## src/design/kl_ebus_cfg.svh

```systemverilog
`ifndef KL_EBUS_CFG_SVH
`define KL_EBUS_CFG_SVH

// One EBUS word, numbered 0 to 35 with bit 0 the most significant
`define KL_WORD_W 36

// Diagnostic select code carried on the DS lines
`define KL_DS_W 7

// Each EDP slice owns one 6-bit field of the 36-bit word
`define KL_SLICE_W 6
`define KL_NUM_SLICES 6

// Base codes of the two whole-word boards, aligned to KL_BOARD_REGS
`define KL_APR_BASE 7'h00
`define KL_CON_BASE 7'h10

// The EDP slices answer to these two codes together
`define KL_EDP_AR_DS 7'h20
`define KL_EDP_ARX_DS 7'h21

// Diagnostic registers held on each whole-word board
`define KL_BOARD_REGS 8

`endif

```

## src/design/kl_ebus_pkg.sv

```systemverilog
`default_nettype none

`include "kl_ebus_cfg.svh"

package kl_ebus_pkg;

  // EBUS data word in KL10 bit order, bit 0 is the MSB
  typedef logic [0:`KL_WORD_W-1] ebus_word_t;

  // Diagnostic select code, ds[0] is the MSB as on the backplane
  typedef logic [0:`KL_DS_W-1] ds_t;

  // What one board offers to the EBUS data mux.
  // The mux only looks at data when driving is set
  typedef struct packed {
    logic       driving;
    ebus_word_t data;
  } ebus_driver_t;

endpackage

`default_nettype wire

```

## src/design/ebus_if.sv

```systemverilog
`timescale 1ns/100ps
`default_nettype none

// Diagnostic side of the EBUS between the front end, the boards and the data mux
interface ebus_if;

  // Merged data lines, owned by the mux
  kl_ebus_pkg::ebus_word_t data;

  // Function select and strobe, owned by the front end
  kl_ebus_pkg::ds_t ds;
  logic diag_strobe;
  logic diag_write;

  modport fe (
    output ds,
    output diag_strobe,
    output diag_write,
    input  data
  );

  modport board (
    input data,
    input ds,
    input diag_strobe,
    input diag_write
  );

  modport mux (
    output data
  );

endinterface

`default_nettype wire

```

## src/design/diag_reg_board.sv

```systemverilog
`timescale 1ns/100ps
`default_nettype none

`include "kl_ebus_cfg.svh"

// Whole-word board with a small bank of diagnostic registers.
// It answers to KL_BOARD_REGS consecutive ds codes starting at BASE
module diag_reg_board #(
  parameter kl_ebus_pkg::ds_t BASE = `KL_APR_BASE
) (
  input  wire                       clk,
  input  wire                       arst_n,
  ebus_if.board                     bus,
  output kl_ebus_pkg::ebus_driver_t driver
);

  localparam int IDX_W = $clog2(`KL_BOARD_REGS);
  localparam int HI_W  = `KL_DS_W - IDX_W;

  kl_ebus_pkg::ebus_word_t regs [`KL_BOARD_REGS];
  logic                    hit;
  logic [IDX_W-1:0]        idx;

  // The low ds bits pick the register, the high bits must match the base
  assign idx = bus.ds[HI_W +: IDX_W];
  assign hit = (bus.ds[0 +: HI_W] == BASE[0 +: HI_W]);

  always_ff @(posedge clk or negedge arst_n) begin
    if (!arst_n) begin
      for (int i = 0; i < `KL_BOARD_REGS; i++) begin
        regs[i] <= '0;
      end
    end else if (bus.diag_strobe && bus.diag_write && hit) begin
      regs[idx] <= bus.data;
    end
  end

  // Read path: drive the addressed register for the whole strobe cycle
  always_comb begin
    driver.driving = bus.diag_strobe && !bus.diag_write && hit;
    driver.data    = regs[idx];
  end

endmodule

`default_nettype wire

```

## src/design/ebus_mux.sv

```systemverilog
`timescale 1ns/100ps
`default_nettype none

`include "kl_ebus_cfg.svh"

// Priority mux for the EBUS data lines. The first driving source wins,
// with the EDP slices treated as one group that builds a word field by field
module ebus_mux (
  input  kl_ebus_pkg::ebus_driver_t fe_driver,
  input  kl_ebus_pkg::ebus_driver_t apr_driver,
  input  kl_ebus_pkg::ebus_driver_t con_driver,
  input  kl_ebus_pkg::ebus_driver_t edp_drivers [`KL_NUM_SLICES],
  ebus_if.mux                       bus
);

  logic                    edp_any;
  kl_ebus_pkg::ebus_word_t edp_word;

  // Any slice driving means the whole group owns the bus
  always_comb begin
    edp_any  = 1'b0;
    edp_word = '0;
    for (int s = 0; s < `KL_NUM_SLICES; s++) begin
      edp_any = edp_any | edp_drivers[s].driving;
      edp_word[s*`KL_SLICE_W +: `KL_SLICE_W] =
        edp_drivers[s].data[s*`KL_SLICE_W +: `KL_SLICE_W];
    end
  end

  always_comb begin
    if (fe_driver.driving) begin
      bus.data = fe_driver.data;
    end else if (apr_driver.driving) begin
      bus.data = apr_driver.data;
    end else if (con_driver.driving) begin
      bus.data = con_driver.data;
    end else if (edp_any) begin
      bus.data = edp_word;
    end else begin
      // Nobody answered, so an unmapped read sees zero
      bus.data = '0;
    end
  end

endmodule

`default_nettype wire

```

## src/design/edp_slice.sv

```systemverilog
`timescale 1ns/100ps
`default_nettype none

`include "kl_ebus_cfg.svh"

// One EDP slice. It keeps a 6-bit field of AR and of ARX, at word bits
// SLICE*6 through SLICE*6+5
module edp_slice #(
  parameter int SLICE = 0
) (
  input  wire                       clk,
  input  wire                       arst_n,
  ebus_if.board                     bus,
  output kl_ebus_pkg::ebus_driver_t driver
);

  localparam int LSB = SLICE * `KL_SLICE_W;

  logic [0:`KL_SLICE_W-1] ar_q;
  logic [0:`KL_SLICE_W-1] arx_q;
  logic                   hit_ar;
  logic                   hit_arx;

  assign hit_ar  = (bus.ds == `KL_EDP_AR_DS);
  assign hit_arx = (bus.ds == `KL_EDP_ARX_DS);

  always_ff @(posedge clk or negedge arst_n) begin
    if (!arst_n) begin
      ar_q  <= '0;
      arx_q <= '0;
    end else if (bus.diag_strobe && bus.diag_write) begin
      if (hit_ar) begin
        ar_q <= bus.data[LSB +: `KL_SLICE_W];
      end
      if (hit_arx) begin
        arx_q <= bus.data[LSB +: `KL_SLICE_W];
      end
    end
  end

  // Only our own field is filled, the mux stitches the six slices together
  always_comb begin
    driver.driving = bus.diag_strobe && !bus.diag_write && (hit_ar || hit_arx);
    driver.data    = '0;
    driver.data[LSB +: `KL_SLICE_W] = hit_arx ? arx_q : ar_q;
  end

endmodule

`default_nettype wire

```

## src/design/fe_diag_port.sv

```systemverilog
`timescale 1ns/100ps
`default_nettype none

// Front-end diagnostic port. One request at a time goes through a single
// strobe cycle on the EBUS and comes back as a response word
module fe_diag_port (
  input  wire                     clk,
  input  wire                     arst_n,
  input  wire                     req_valid,
  output logic                    req_ready,
  input  wire                     req_write,
  input  kl_ebus_pkg::ds_t        req_ds,
  input  kl_ebus_pkg::ebus_word_t req_data,
  output logic                    rsp_valid,
  input  wire                     rsp_ready,
  output kl_ebus_pkg::ebus_word_t rsp_data,
  ebus_if.fe                      bus,
  output kl_ebus_pkg::ebus_driver_t fe_driver
);

  typedef enum logic [1:0] {
    IDLE,
    STROBE,
    RESPOND
  } state_t;

  state_t                  state;
  kl_ebus_pkg::ds_t        ds_q;
  logic                    write_q;
  kl_ebus_pkg::ebus_word_t wdata_q;
  kl_ebus_pkg::ebus_word_t rsp_data_q;

  always_ff @(posedge clk or negedge arst_n) begin
    if (!arst_n) begin
      state      <= IDLE;
      ds_q       <= '0;
      write_q    <= 1'b0;
      wdata_q    <= '0;
      rsp_data_q <= '0;
    end else begin
      case (state)
        IDLE: begin
          if (req_valid) begin
            state   <= STROBE;
            ds_q    <= req_ds;
            write_q <= req_write;
            wdata_q <= req_data;
          end
        end
        // The strobe always lasts exactly one cycle. For a write the bus
        // carries our own word, so the echo comes for free
        STROBE: begin
          state      <= RESPOND;
          rsp_data_q <= bus.data;
        end
        RESPOND: begin
          if (rsp_ready) begin
            state <= IDLE;
          end
        end
        default: begin
          state <= IDLE;
        end
      endcase
    end
  end

  assign bus.ds          = ds_q;
  assign bus.diag_strobe = (state == STROBE);
  assign bus.diag_write  = write_q;

  // The front end outranks every board on the data mux during a write strobe
  always_comb begin
    fe_driver.driving = (state == STROBE) && write_q;
    fe_driver.data    = wdata_q;
  end

  assign req_ready = (state == IDLE);
  assign rsp_valid = (state == RESPOND);
  assign rsp_data  = rsp_data_q;

endmodule

`default_nettype wire

```

## src/design/kl_ebus_top.sv

```systemverilog
`timescale 1ns/100ps
`default_nettype none

`include "kl_ebus_cfg.svh"

// Diagnostic EBUS backplane: front-end port, two whole-word boards,
// the six EDP slices and the data mux
module kl_ebus_top (
  input  wire                     clk,
  input  wire                     arst_n,
  input  wire                     req_valid,
  output logic                    req_ready,
  input  wire                     req_write,
  input  kl_ebus_pkg::ds_t        req_ds,
  input  kl_ebus_pkg::ebus_word_t req_data,
  output logic                    rsp_valid,
  input  wire                     rsp_ready,
  output kl_ebus_pkg::ebus_word_t rsp_data
);

  kl_ebus_pkg::ebus_driver_t fe_driver;
  kl_ebus_pkg::ebus_driver_t apr_driver;
  kl_ebus_pkg::ebus_driver_t con_driver;
  kl_ebus_pkg::ebus_driver_t edp_drivers [`KL_NUM_SLICES];

  ebus_if ebus ();

  fe_diag_port i_fe (
    .clk       (clk),
    .arst_n    (arst_n),
    .req_valid (req_valid),
    .req_ready (req_ready),
    .req_write (req_write),
    .req_ds    (req_ds),
    .req_data  (req_data),
    .rsp_valid (rsp_valid),
    .rsp_ready (rsp_ready),
    .rsp_data  (rsp_data),
    .bus       (ebus.fe),
    .fe_driver (fe_driver)
  );

  diag_reg_board #(
    .BASE (`KL_APR_BASE)
  ) i_apr (
    .clk    (clk),
    .arst_n (arst_n),
    .bus    (ebus.board),
    .driver (apr_driver)
  );

  diag_reg_board #(
    .BASE (`KL_CON_BASE)
  ) i_con (
    .clk    (clk),
    .arst_n (arst_n),
    .bus    (ebus.board),
    .driver (con_driver)
  );

  // Slice 0 holds word bits 0 to 5, slice 5 holds bits 30 to 35
  for (genvar s = 0; s < `KL_NUM_SLICES; s++) begin : g_edp
    edp_slice #(
      .SLICE (s)
    ) i_slice (
      .clk    (clk),
      .arst_n (arst_n),
      .bus    (ebus.board),
      .driver (edp_drivers[s])
    );
  end

  ebus_mux i_mux (
    .fe_driver   (fe_driver),
    .apr_driver  (apr_driver),
    .con_driver  (con_driver),
    .edp_drivers (edp_drivers),
    .bus         (ebus.mux)
  );

endmodule

`default_nettype wire

```

## config.mk

```make
export PLATFORM = sky130hd
export DESIGN_NAME = kl_ebus_top
export DESIGN_NICKNAME = d
export VERILOG_FILES = /design/src/design/kl_ebus_pkg.sv /design/src/design/ebus_if.sv /design/src/design/diag_reg_board.sv /design/src/design/ebus_mux.sv /design/src/design/edp_slice.sv /design/src/design/fe_diag_port.sv /design/src/design/kl_ebus_top.sv
export VERILOG_INCLUDE_DIRS = /design/src /design/src/design
export SDC_FILE = /design/constraint.sdc
export NUM_CORES = 1
export LEC_CHECK = 0
export BUFFER_PORTS_ARGS = -buffer_cell sky130_fd_sc_hd__clkbuf_2
export CAP_MARGIN = 5
export CORE_MARGIN = 3
export CORE_UTILIZATION = 28
export DETAILED_ROUTE_END_ITERATION = 8
export HOLD_SLACK_MARGIN = 0.05
export PLACE_DENSITY = 0.43
export SYNTH_ARGS = -nofsm -noshare
export SYNTH_HDL_FRONTEND = slang
export SYNTH_HIERARCHICAL = 1
export SYNTH_SLANG_ARGS = --single-unit
```

## constraint.sdc

```tcl
create_clock -name clk -period 2.9 [get_ports clk]
set_clock_uncertainty 0.05 [all_clocks]
set_input_delay 0.87 -clock clk [delete_from_list [all_inputs] [get_ports clk]]
set_output_delay 0.87 -clock clk [all_outputs]
set_load 0.03 [all_outputs]
```

## Yosys cells after proc, flatten, opt, wreduce, memory -nomap -nowiden

Cells that the tools add are included.

- Register bits: 730
- Input bits: 48
- Output and inout port bits: 38
- Word-level logic and storage cells: 82

- Order comparisons: 2
- Equal/unequal tests: 7
- Muxes and demuxes: 23
- Bitwise logic cells: 1
- Reductions and logical operators: 16

Operators by type and width:

| operator | count |
|---|---|
| 288-bit bitwise mux | 2 |
| 36-bit 2-to-1 mux | 9 |
| 36-bit binary-select mux with 3-bit select | 2 |
| 36-bit demux with 3-bit select | 1 |
| 6-bit 2-to-1 mux | 6 |
| 7-bit by 6-bit equality test with 1-bit output, second input constant | 2 |
| 1-bit logical AND | 8 |
| 2-bit AND reduction | 4 |
| 2-bit case mux with 3 select lines | 1 |
| 4-bit by 2-bit equality test with 1-bit output, second input constant | 1 |
| 4-bit greater-or-equal comparator, second input constant | 1 |
| 4-bit zero test | 1 |
| 4-bit by 1-bit < comparator with 1-bit output, second input constant | 1 |
| 2-bit 2-to-1 mux | 2 |
| 3-bit inverter with 4-bit output | 1 |
| 2-bit by 1-bit equality test with 1-bit output, second input constant | 1 |
| 2-bit equality test, second input constant | 1 |
| 2-bit zero test | 1 |
| 2-bit by 1-bit != test with 1-bit output, second input constant | 1 |
| 2-bit != test, second input constant | 1 |
| 1-bit zero test | 1 |
| 1-bit logical OR | 1 |

## Longest topological paths before layout

- Word-level depth: 8
- Mapped depth: 13
- Depth with buffers taken out: 8

## Hierarchy

The synthesis kept the hierarchy.

Modules (own cells, without submodules):

| module | times used | cells an instance | area an instance (um^2) | sequential area each (um^2) |
|---|---|---|---|---|
| diag_reg_board at i_apr | 1 | 757 | 13,075.0 | 7,206.9 |
| diag_reg_board at i_con | 1 | 757 | 12,996.2 | 7,206.9 |
| edp_slice | 6 | 71 | 809.5 | 300.3 |
| fe_diag_port | 1 | 179 | 3,198.1 | 2,052.0 |
| ebus_mux | 1 | 171 | 1,099.8 | 0.0 |

## Worst setup path after synthesis

OpenSTA, ideal clock, no wires.

- Path kind: flip-flop to flip-flop
- From: register i_fe.ds_q[1], in the netlist i_fe/bus.ds[1]
- To: register i_con/regs[129] (netlist bit)
- Library setup time: 0.128 ns
- Arrival time: 2.994 ns
- Required time: 2.722 ns
- Slack: -0.272 ns
- Cell stages (with the launch flop): 9
- Buffers on the path: 3
- Clock period less this slack: 3.172 ns
- Path through: dfrtp_1 > clkbuf_1 > buf_2 > clkbuf_1 > mux4_2 > mux2_2 > a221oi_1 > o22ai_1 > mux2_1

RTL lines:

| element | line | RTL |
|---|---|---|
| start: declaration | fe_diag_port.sv:28 | `kl_ebus_pkg::ds_t ds_q;` |
| start signal: assignment | fe_diag_port.sv:45 | `ds_q <= req_ds;` |
| end signal: indexed assignment | diag_reg_board.sv:34 | `regs[idx] <= bus.data;` |
| end: declaration | diag_reg_board.sv:20 | `` kl_ebus_pkg::ebus_word_t regs [`KL_BOARD_REGS]; `` |

==> flow_summary.toml <==
[global_routing]
grt_antenna_before_repair = 3
grt_start_max_net_pins = 86
grt.met1_usage_pct = 22.3
gr-usage-met2_pct = 26.4
groute.usage.overall_pct = 16.1
grt_util_met3_pct = 2.31
vias_in_the_first_global_route = 22000
top_usage_layer = "met2"
global_route_wire_length_before_repair_mm = 151
grt_remaining_overflow = 0

[power]
netSwitchingFraction_pct = 32.0
internal-power_uw = 22400
power_frac_comb_pct = 31.3
max-vdd-ir-drop_v = 0.000623
power.net_switching_uw = 10600
power.total_uw = 33000
power.density_cell_area_nw_per_um2 = 774
power_leakage_uw = 0.0201
clock_power_share_pct = 32.9
power_frac_seq_pct = 35.7

[logic_synthesis]
synthesis.nets = 2152
synthesis.area_per_instance_um2 = 16.1
syn-cell-area_um2 = 33900
synthesis.yosys.warnings = 6
synthCells = 2104

[clock_tree]
clock_tree.buffer_depth = 3
cts.sinks = 730
clock_insertion_delay_worst_skew_ps = 640
cts.clk_slew.worst_paths_ps = 60
tritoncts = "yes"
htree_num_levels = 3
hold_buffers = 0
cts_inserted_buffers = 86
cts_root_buffer = "clkbuf_16"

[route]
post-route-drc-count = 0
vias_per_cell = 4.93
routedWlPerCell_um = 25.1
routed_wirelength_mm = 102
postRouteAntennaNets = 0
first_pass_iters = 4
routed-via-count = 20100
drtIter0Drc = 999

[finish]
drive_gt1_share_pct = 62.1
area_growth_pct = 25.9
final_net_count = 2469
antenna_cells_inserted = 0
finish.utilization_pct = 35.8

[sta]
post-route-period-util_pct = 104
post_layout_worst_setup_margin_ps = -130
max-slew-margin-rel_pct = 31.5
finalWorstPathRequiredPeriod_ps = 3030
setup_viol_count_final = 667
rsz_0062_raised_after_global_routing = "true"
slew_viol_final = 0
max_slew.worst_pin.slew_ps = 1030
final_hold_fails = 0
clock.fmax_mhz = 330

[hold_path]
worst_hold_path_type = "in -> async"

[critical_path]
worst_ep_required_time_ps = 3370
path_cells = "nand2b_4 -> clkinvlp_4 -> buf_6 -> nand3_2 -> nor2_1 -> or4_4 -> o31ai_4 -> buf_6 -> buf_12 -> buf_8 -> o22ai_4 -> clkbuf_16 -> mux2_2"
path_max_fanout = 6
timing.critical_path.mode_cell = "buf_6"
critical_path.startpoint_type = "register"
critical-path-max-stage-delay_ps = 550
end_kind = "register"
critPathKind = "reg -> reg"
critical_path.slowest_cell = "or4_4"
worst-endpoint-arrival_ps = 3500

[floorplanning]
fp-row-count = 126
floorplan.core_area_um2 = 119000
floorplan.initialDensity_pct = 28.4
die_height_um = 354
fp.dieArea_um2 = 125000
die-width_um = 354
io_pins = 86

[placed_design]
detailed_place_hpwl_mm = 60.7
buffer_ports.inserted = 85
gp_congestion = 0.731

[run]
drv_cap = 0

[status]
failing_checks = "setup timing"
run_status = "finished with violations"
-- cell usage in the layout (no fill, tap or decap), drive strengths merged, types with 3 or more instances in the layout --
cell type  count
nor3b          7
nand4          6
mux4         140
o22ai         38
mux2         836
and3           4
clkbuf       223
and4           6
nor4b          8
bufinv         5
a221oi        36
and2           7
clkinvlp       5
nand3         28
inv            3
dfrtp        730
clkinv        14
buf          264
and3b          4
nor2          15
o21ai         39
nor2b         45
-- metal layers --
layer	vias up	routed length, um
met5	-	0
met2	316	48900
li1	8679	-
met4	0	2420
met3	134	3390
met1	11000	47600
-- repair_timing --
item,in CTS,in global routing
endpoints found under the setup margin,522,682
buffers inserted,17,24
cloned,4,23
pin swaps,9,19
resized for setup,34,107
-- sequential cells by signal (all words and copies together), names as in the netlist --
register,cells
g_edp.i_slice/ar_q,36
i_fe/bus.diag_write,1
i_fe/rsp_data,36
i_apr/regs,288
i_con/regs,288
i_fe/bus.ds,7
i_fe/wdata_q,36
g_edp.i_slice/arx_q,36
i_fe/state,2
-- worst max-delay path: cells and delay by family, from the launching register on --
family / cells / cell delay [ps]
AOI/OAI and AO/OA: 2 / 320
buffers and inverters: 6 / 1070
DFF: 1 / 450
and+or+nand+nor: 4 / 730
muxes: 1 / 250
-- power groups by stage --
| stage | logic [uW] | registers (uW) | clock network [uW] |
|---|---|---|---|
| 6_report | 10300 | 11800 | 10900 |
| 5_1_grt | 11100 | 11900 | 11700 |
| 4_1_cts | 9730 | 11800 | 11300 |
| 3_5_place_dp | 9380 | 12000 | 0 |
| 3_3_place_gp | 9250 | 11900 | 0 |
| 2_1_floorplan | 4830 | 12300 | 0 |
-- metrics by stage --
| stage | setup WS (ps) | cells | hold WS (ps) | setup TNS, ps | area (um2) |
|---|---|---|---|---|---|
| floorplan | -113 | 2104 | 409 | -56690 | 34100 |
| global placement | -250 | 3865 | 421 | -38060 | 38200 |
| detailed placement | -329 | 3865 | 430 | -47470 | 38200 |
| CTS | -9.13 | 4036 | 115 | -49.2 | 41500 |
| global route | -181 | 4083 | 148 | -78170 | 42600 |
| finish | -130 | 4083 | 156 | -42930 | 42600 |
-- layout make-up --
| cell class | count | area, um2 |
|---|---|---|
| repair buffers | 360 | 4030 |
| flip-flops and latches | 730 | 18300 |
| multi-input cells | 1239 | 15500 |
| clock buffers | 127 | 2560 |
| fillers | 11300 | 76400 |
| inverters | 3 | 15.0 |
| repair inverters | 1 | 5.00 |
| clock inverters | 23 | 282 |
| well taps | 1600 | 2000 |
-- worst paths after layout --
path	startpoint	slack (ps)	cells after the start	to
min	arst_n	160	1	i_apr/regs[73]
min in group clk	rsp_ready	380	2	i_fe/state[1]
max	i_fe/state[0]	-130	13	i_con/regs[274]
max reg2reg	i_fe/state[0]	-130	13	i_con/regs[274]
min reg2reg	i_fe/wdata_q[7]	440	1	i_fe/wdata_q[7]
max in group asynchronous	arst_n	1730	3	i_con/regs[130]
Note: power is estimated with default switching activity, not from simulation.
